<file path="config.mk">
export PLATFORM = sky130hd
export DESIGN_NAME = reg_stack
export DESIGN_NICKNAME = d
export VERILOG_FILES = /design/src/regstack_pkg.sv /design/src/csr_file.sv /design/src/gpr_file.sv /design/src/reg_stack.sv
export VERILOG_INCLUDE_DIRS = /design/src /design/src/include
export SDC_FILE = /design/constraint.sdc
export NUM_CORES = 2
export LEC_CHECK = 0
export BUFFER_PORTS_ARGS = -buffer_cell sky130_fd_sc_hd__buf_4
export CORE_UTILIZATION = 40
export CTS_CLUSTER_SIZE = 14
export DETAILED_ROUTE_END_ITERATION = 10
export PLACE_DENSITY = 0.66
export SYNTH_ARGS = -nofsm -noshare
export SYNTH_HDL_FRONTEND = slang
export SYNTH_SLANG_ARGS = --single-unit
</file>
<file path="constraint.sdc">
create_clock -name clock -period 2.4 [get_ports clock]
set_clock_uncertainty 0.15 [all_clocks]
set_input_delay 0.36 -clock clock [delete_from_list [all_inputs] [get_ports clock]]
set_output_delay 0.36 -clock clock [all_outputs]
set_load 0.005 [all_outputs]
</file>
<file path="src/include/regstack_params.svh">
`ifndef REGSTACK_PARAMS_SVH
`define REGSTACK_PARAMS_SVH

// widths
`define RS_XLEN            32
`define RS_AW              5
`define RS_CSR_AW          12

// machine csr addresses
`define RS_CSR_MEPC        12'h341
`define RS_CSR_MCAUSE      12'h342
`define RS_CSR_MSTATUS     12'h300
`define RS_CSR_MTVEC       12'h305

// reset values
`define RS_MTVEC_RESET     32'h0000_0100
`define RS_MSTATUS_RESET   32'h0000_1808   // mpp = machine, mie set

`define RS_CAUSE_ECALL     32'd11          // environment call from m-mode

`endif

</file>
<file path="src/regstack_pkg.sv">
`include "regstack_params.svh"

package regstack_pkg;

    // ===================================================================
    // plain vectors
    // ===================================================================
    typedef logic [`RS_XLEN-1:0]   xlen_t;
    typedef logic [`RS_AW-1:0]     reg_addr_t;
    typedef logic [`RS_CSR_AW-1:0] csr_addr_t;
    typedef logic [3:0]            csr_wen_t;   // one-hot, one bit per csr

    // bit positions inside csr_wen_t
    localparam int CSR_BIT_MEPC    = 0;
    localparam int CSR_BIT_MCAUSE  = 1;
    localparam int CSR_BIT_MSTATUS = 2;
    localparam int CSR_BIT_MTVEC   = 3;

    // ===================================================================
    // grouped signals
    // ===================================================================
    typedef struct packed {
        logic      wen;
        reg_addr_t addr;
        xlen_t     data;
    } gpr_wb_t;

    typedef struct packed {
        csr_wen_t wen;
        xlen_t    data;
    } csr_wr_t;

    // ecall request with the pc of the faulting instruction
    typedef struct packed {
        logic  ecall;
        xlen_t pc;
    } trap_t;

    typedef struct packed {
        xlen_t mepc;
        xlen_t mcause;
        xlen_t mstatus;
        xlen_t mtvec;
    } csr_view_t;

endpackage
</file>
<file path="src/csr_file.sv">
`timescale 1ns/10ps
`include "regstack_params.svh"

module csr_file (
    input  logic                      clock,
    input  logic                      arst_n,

    input  regstack_pkg::csr_wr_t     wr,
    input  regstack_pkg::trap_t       trap,

    output regstack_pkg::csr_view_t   view
);

    // mstatus fields touched by a trap
    localparam int MIE_BIT  = 3;
    localparam int MPIE_BIT = 7;

    regstack_pkg::xlen_t mepc_q;
    regstack_pkg::xlen_t mcause_q;
    regstack_pkg::xlen_t mstatus_q;
    regstack_pkg::xlen_t mtvec_q;

    regstack_pkg::xlen_t mstatus_trap;

    logic wen_mepc;
    logic wen_mcause;
    logic wen_mstatus;
    logic wen_mtvec;

    assign wen_mepc    = wr.wen[regstack_pkg::CSR_BIT_MEPC];
    assign wen_mcause  = wr.wen[regstack_pkg::CSR_BIT_MCAUSE];
    assign wen_mstatus = wr.wen[regstack_pkg::CSR_BIT_MSTATUS];
    assign wen_mtvec   = wr.wen[regstack_pkg::CSR_BIT_MTVEC];

    // mie -> mpie, then mie cleared; other bits kept
    always_comb begin
        mstatus_trap           = mstatus_q;
        mstatus_trap[MPIE_BIT] = mstatus_q[MIE_BIT];
        mstatus_trap[MIE_BIT]  = 1'b0;
    end

    // ===================================================================
    // trap state, ecall has priority over software writes
    // ===================================================================
    always_ff @(posedge clock or negedge arst_n) begin
        if (!arst_n) begin
            mepc_q <= '0;
        end else if (trap.ecall) begin
            mepc_q <= trap.pc;
        end else if (wen_mepc) begin
            mepc_q <= wr.data;
        end
    end

    always_ff @(posedge clock or negedge arst_n) begin
        if (!arst_n) begin
            mcause_q <= '0;
        end else if (trap.ecall) begin
            mcause_q <= `RS_CAUSE_ECALL;
        end else if (wen_mcause) begin
            mcause_q <= wr.data;
        end
    end

    always_ff @(posedge clock or negedge arst_n) begin
        if (!arst_n) begin
            mstatus_q <= `RS_MSTATUS_RESET;
        end else if (trap.ecall) begin
            mstatus_q <= mstatus_trap;
        end else if (wen_mstatus) begin
            mstatus_q <= wr.data;
        end
    end

    // ===================================================================
    // trap vector, software only
    // ===================================================================
    always_ff @(posedge clock or negedge arst_n) begin
        if (!arst_n) begin
            mtvec_q <= `RS_MTVEC_RESET;
        end else if (wen_mtvec) begin
            mtvec_q <= wr.data;   // not blocked by ecall
        end
    end

    assign view.mepc    = mepc_q;
    assign view.mcause  = mcause_q;
    assign view.mstatus = mstatus_q;
    assign view.mtvec   = mtvec_q;

endmodule

</file>
<file path="src/gpr_file.sv">
`timescale 1ns/10ps
`include "regstack_params.svh"

module gpr_file (
    input  logic                    clock,
    input  logic                    arst_n,

    input  regstack_pkg::gpr_wb_t   wb,
    input  regstack_pkg::reg_addr_t rs1,
    input  regstack_pkg::reg_addr_t rs2,

    output regstack_pkg::xlen_t     rs1_value,
    output regstack_pkg::xlen_t     rs2_value,
    output regstack_pkg::xlen_t     a0_value
);

    localparam int NREGS  = 1 << `RS_AW;
    localparam int A0_IDX = 10;              // abi name a0

    // ===================================================================
    // storage
    // ===================================================================
    regstack_pkg::xlen_t regs [1:NREGS-1];   // x0 is not stored

    logic wr_en;

    // writes to x0 are dropped here
    assign wr_en = wb.wen && (wb.addr != '0);

    always_ff @(posedge clock or negedge arst_n) begin
        if (!arst_n) begin
            for (int i = 1; i < NREGS; i++) begin
                regs[i] <= '0;
            end
        end else if (wr_en) begin
            regs[wb.addr] <= wb.data;
        end
    end

    // ===================================================================
    // read ports
    // ===================================================================

    // async lookup, x0 hard-wired to zero
    function automatic regstack_pkg::xlen_t read_reg(
        input regstack_pkg::reg_addr_t addr
    );
        regstack_pkg::xlen_t value;

        value = '0;
        for (int i = 1; i < NREGS; i++) begin
            if (addr == regstack_pkg::reg_addr_t'(i)) begin
                value = regs[i];
            end
        end
        return value;
    endfunction

    always_comb begin
        rs1_value = read_reg(rs1);
    end

    always_comb begin
        rs2_value = read_reg(rs2);
    end

    // a0 tap for the outside world
    assign a0_value = regs[A0_IDX];

endmodule

</file>
<file path="src/reg_stack.sv">
`timescale 1ns/10ps
`include "regstack_params.svh"

module reg_stack (
    input  logic                      clock,
    input  logic                      arst_n,

    // gpr side
    input  regstack_pkg::gpr_wb_t     gpr_wb,
    input  regstack_pkg::reg_addr_t   rs1,
    input  regstack_pkg::reg_addr_t   rs2,

    // csr side
    input  regstack_pkg::csr_addr_t   csr_addr,
    input  regstack_pkg::csr_wr_t     csr_wr,
    input  regstack_pkg::trap_t       trap,

    output regstack_pkg::xlen_t       rs1_value,
    output regstack_pkg::xlen_t       rs2_value,
    output regstack_pkg::xlen_t       a0_value,
    output regstack_pkg::xlen_t       csr_rdata,
    output regstack_pkg::xlen_t       mepc,       // mret target
    output regstack_pkg::xlen_t       mtvec       // trap entry
);

    regstack_pkg::gpr_wb_t   wb_masked;
    regstack_pkg::csr_view_t csr_view;

    // ===================================================================
    // write-back to x0 carries zero data
    // ===================================================================
    always_comb begin
        wb_masked = gpr_wb;
        if (gpr_wb.addr == '0) begin
            wb_masked.data = '0;
        end
    end

    // ===================================================================
    // csr read decode
    // ===================================================================
    always_comb begin
        case (csr_addr)
            `RS_CSR_MEPC:    csr_rdata = csr_view.mepc;
            `RS_CSR_MCAUSE:  csr_rdata = csr_view.mcause;
            `RS_CSR_MSTATUS: csr_rdata = csr_view.mstatus;
            `RS_CSR_MTVEC:   csr_rdata = csr_view.mtvec;
            default:         csr_rdata = '0;   // unimplemented
        endcase
    end

    // redirect paths for the core
    assign mepc  = csr_view.mepc;
    assign mtvec = csr_view.mtvec;

    // ===================================================================
    // storage
    // ===================================================================
    csr_file csr_file_inst (
        .clock     (clock),
        .arst_n    (arst_n),
        .wr        (csr_wr),
        .trap      (trap),
        .view      (csr_view)
    );

    gpr_file gpr_file_inst (
        .clock     (clock),
        .arst_n    (arst_n),
        .wb        (wb_masked),
        .rs1       (rs1),
        .rs2       (rs2),
        .rs1_value (rs1_value),
        .rs2_value (rs2_value),
        .a0_value  (a0_value)
    );

endmodule

</file>
# [Word level (Yosys, flattened, before mapping)]
# Index checks and enable logic that the tools add are counted.
[classes] magnitude_cmp=2 eq_ne=66 n_mux=73 n_bitwise=2 reduce_logical=8
[op_table] op="$mux W32" count=68
[op_table] op="$bwmux W992" count=1
[op_table] op="$demux W32 S5" count=1
[op_table] op="$eq A5 B5 Y1 const B" count=32
[op_table] op="$pmux W32 S4" count=1
[op_table] op="$eq A5 B4 Y1 const B" count=16
[op_table] op="$eq A12 B10 Y1 const B" count=4
[op_table] op="$eq A5 B3 Y1 const B" count=8
[op_table] op="$eq A5 B2 Y1 const B" count=4
[op_table] op="$mux W8" count=2
[op_table] op="$eq A5 B1 Y1 const B" count=2
[op_table] op="$ge A6 B6 Y1 const B" count=1
[op_table] op="$lt A6 B1 Y1 const B" count=1
[op_table] op="$not A5 Y6" count=1
[op_table] op="$reduce_bool A2 Y1" count=3
[op_table] op="$logic_not A5 Y1" count=1
[op_table] op="$reduce_bool A5 Y1" count=1
[op_table] op="$logic_and A1 B1 Y1" count=2
[op_table] op="$reduce_and A2 Y1" count=1
[op_table] op="$not A1 Y1" count=1
[totals] regBits=1120 elab_cells=187

# [Longest topological paths before layout]
[depth] word_depth=32 depth_mapped=11 depth_no_buf=7

# [Modules after synthesis]
# Synthesis repeated with hierarchy kept, for this count alone.
[unflattened] hier_cells=6005 area_unflattened_um2=63025.4
[modules_own_cells] mod="gpr_file" n_inst=1 cells_per_inst=5312 area_per_inst_um2=55617.1
[modules_own_cells] mod="csr_file" n_inst=1 cells_per_inst=382 area_per_inst_um2=5268.8
[modules_own_cells] mod="reg_stack" n_inst=1 cells_per_inst=311 area_per_inst_um2=2139.6

# [Least setup slack after synthesis]
# No wires, ideal clock.
[synth_path] kind="in2out" startpoint="in rs1[2]" endpoint="out rs1_value[16]" arrival_ps=1980 t_required_ps=1890 setup_slack_ps=-90 cell_stages=9 path_buffers=2 cell_sequence="buf_6 -> or4b_4 -> nor2_4 -> buf_6 -> a221oi_1 -> o221a_1 -> o211ai_2 -> a21oi_1 -> o21ai_1"
[synth_between] elab_chain_len=32
[synth_rtl] element="start: declaration" line_no="reg_stack.sv:10" source="input regstack_pkg::reg_addr_t rs1,"
[synth_rtl] element="$eq A5 B1 Y1" line_no="gpr_file.sv:52" source="if (addr == regstack_pkg::reg_addr_t'(i)) begin"
[synth_rtl] element="$mux W32 (30 in a row)" line_no="gpr_file.sv:52"
[synth_rtl] element="$mux W32 (*)" line_no="gpr_file.sv:52"
[synth_rtl] element="end: declaration" line_no="reg_stack.sv:18" source="output regstack_pkg::xlen_t rs1_value,"
# Mark *: on every way between the ends. The rest lies on a longest branch, timed or not.

# [Worst setup path after layout]
[layout_path] startpoint="in rs1[1]" endpoint="out rs1_value[3]"
# Same word-level chain as after synthesis.

==> flow_summary.ini <==
[run_status]
status = finished with violations
violations = negative setup slack

[die]
rows = 141
die_area_sq_mm = 0.151
die_y_um = 388
ios = 323
start_util = 0.404
core_sq_mm = 0.148
die_width_um = 388

[clock_tree]
root_buffer = clkbuf_16
cts.sinks = 1120
numCtsBuffers = 134
cts_max_path_buffers = 3
clk-insertion-delay-late_ps = 810
cts_tree = built
h-tree-depth = 4
clkSlewWorstSetupHoldPaths_ps = 60

[route]
detail-route-antenna-nets = 0
dr.first_iter.drc_count = 9361
viasPerCell = 6.43
m1WireLength_um = 130000
routed_wl_um = 341000
first_pass_iters = 9
wl_met2_um = 140000
wl_per_cell_um = 32.5
routed.top_layer = met5
vias = 67400
route.met3.wl_um = 42600
remaining_drc_errors = 0

[critical_path]
r2r-start = csr_file_inst.mcause_q[3]$_DFFE_PN0P_
cp.required_ps = 1890
criticalPathCategory = input port to output port
reg2reg_to = csr_file_inst.mcause_q[3]$_DFFE_PN0P_
end_kind = output port
worstPathArrival_ps = 3100
start_kind = input port
rrSetupSlack_ps = 730
r2r_cells = 3
crit_fanout = 12

[power]
power_leakage_nw = 39.0
intPower_mw = 41.1
p_clk_frac = 0.343
pwr-share-seq = 0.412
p_sw_mw = 20.5
swShare = 0.333
ir_worst_vdd_uv = 602
power_density_mw_per_mm2 = 713
comb_power_share = 0.245

[cells_and_area]
n_fill_cell = 12800
nets = 8571
final_layout_size_suffix_gt1_frac = 0.331
final_area_sq_mm = 0.0865
area_growth_pct = 44.9

[sta]
max-slew-margin-rel = 0.454
min_period_ps = 3610
worstMarginPinSlew_ps = 819
max_freq_mhz = 277
layout_setup_ws_ps = -1210
setup_tns_ps = -57360
setup_viol = 96
drv_slew = 0
post-route-period-util = 1.50
rsz0062_at_grt = true
hold_ws_ps = 29.8
hold_viol_final = 0

[grt]
gr-total-overflow = 0
grt_use_total = 0.441
antenna_found_initial = 8
first_global_vias = 64500
grt_max_degree = 100
grt_first_pass_wirelength_um = 480000

[synthesis]
synth.yosys.warnings = 0
syn_avg_cell_area_sq_um = 8.54
synthTopCellsByArea = dfrtp_1 47%, o21ai_0 12%, nand2_1 9.1%
ys_seq_area_frac = 0.470
synth_ff_type = dfrtp_1
synth_cell_types = 94
yosysTopAreaCellShare = 0.468
synthCells = 6988
synth-edff-count = 0
async_flop_share = 1.00
synth-seq-cells = 1120
synth_top_area_cell = dfrtp_1
syn_nets = 7119
netlist_area_sq_mm = 0.0597

[worst_hold_path]
hp-start = gpr_wb[2]
min_to = gpr_file_inst.regs[834]$_DFFE_PN0P_
min_path_type = input port to flip-flop
hold_depth = 4

[place]
port-buffer-count = 322
gp_congestion = 1.09
place_area_sq_mm = 0.0742
hpwl_um = 245000

[job]
max-cap-violations = 0
-- cell usage after synthesis (22+ instances only) --
library cell,n
o22ai_1,192
nor2_1,290
a21oi_1,398
clkbuf_1,429
o21ai_0,1453
o221ai_1,38
o2111ai_1,24
a31oi_1,43
a22o_1,28
nor2b_1,44
mux2_2,106
o21ai_1,27
buf_2,161
mux2i_1,239
a222oi_1,58
o211ai_1,31
and3_1,22
nand3_1,79
a221oi_1,51
buf_4,70
a211oi_1,62
nand2_1,1450
a22oi_1,100
dfrtp_1,1116
nor3_1,58
o21a_1,24
buf_1,24
-- critical path, stage by stage --
cell and delay [ps]:
buf_8 140, buf_12 170, or2_2 310, buf_6 170
buf_4 150, o21ai_0 180, a21oi_1 150, o211ai_1 680
a21oi_2 160, o221ai_2 300, a21oi_4 140, buf_6 140
-- logic make-up after synthesis --
group           Yosys count  share of synthesized area
mux                     347                     0.0608
buf+inv                 717                     0.0544
flops                  1120                      0.470
compound gates         2718                      0.268
simple gates           2086                      0.147
-- power groups by stage --
stage / logic, mW / clock network [mW] / registers, mW
final: 15.1 / 21.2 / 25.4
after global routing: 16.0 / 21.9 / 25.7
after CTS: 14.1 / 21.2 / 25.2
after detailed placement: 12.7 / 0 / 25.4
after global placement: 12.5 / 0 / 25.3
after floorplan: 5.53 / 0 / 24.4
-- worst max-delay path by stage --
stage | from | to | slack [ps] | cells past startpoint
global route | gpr_file_inst.regs[931]$_DFFE_PN0P_ | rs1_value[3] | -1130 | 8
floorplan | rs1[2] | rs1_value[16] | -20 | 9
detailed placement | rs1[2] | rs1_value[1] | -1740 | 14
finish | rs1[1] | rs1_value[3] | -1210 | 12
CTS | gpr_file_inst.regs[914]$_DFFE_PN0P_ | rs1_value[18] | -1090 | 11
global placement | rs1[2] | rs1_value[7] | -1760 | 14
-- per-layer routing --
metal,vias to the layer above,GRT usage
li1,28000,-
met1,32900,0.582
met3,1244,0.123
met2,5225,0.631
met4,6,0.291
met5,-,0
-- cell type report --
type / instances / area [sq um] / share of cell area
sequential: 1120 / 28100 / 0.324
clock buffer: 195 / 3820 / 0.0442
inverter: 20 / 80.1 / 0.000926
timing repair buffer: 2013 / 18900 / 0.219
tap: 1930 / 2410 / 0.0279
clock inverter: 48 / 631 / 0.00729
multi-input combinational: 5151 / 32500 / 0.376
antenna: 5 / 12.5 / 0.000145
-- metrics by stage --
step,cells,setup WS (ps),total power [mW],utilization
3_3_place_gp,9972,-1760,37.8,0.502
2_1_floorplan,6988,-21.3,29.9,-
5_1_grt,10500,-1130,63.6,0.585
3_5_place_dp,9972,-1740,38.1,0.502
6_report,10500,-1210,61.6,0.585
4_1_cts,10400,-1090,60.5,0.571
-- cell usage in the layout (no fill, tap or decap), drive strengths merged, types with 43 or more instances in the layout --
cell type,count
a21oi,398
nand3,80
o21ai,1480
nor3,62
dlygate4sd3,152
clkbuf,198
dfrtp,1116
mux2i,239
a31oi,43
a222oi,58
o22ai,192
mux2,106
nor2,302
buf,1856
nor2b,45
a221oi,52
nand2,1454
a22oi,100
a211oi,62
-- timing repair --
action	4_1_cts	5_1_grt
endpoints found under the hold margin	1560	0
buffers inserted	111	73
endpoints found under the setup margin	96	96
cloned	4	3
pin swaps	317	287
gates resized for setup	831	387
hold buffers	152	0
-- sequential cells by signal, indices dropped and copies added (netlist names) --
| register | count |
|---|---|
| csr_file_inst.mtvec_q | 32 |
| csr_file_inst.mcause_q | 32 |
| gpr_file_inst.a0_value | 32 |
| gpr_file_inst.regs | 960 |
| csr_file_inst.mstatus_q | 32 |
| csr_file_inst.mepc_q | 32 |
Note: power is estimated with default switching activity, not from simulation.
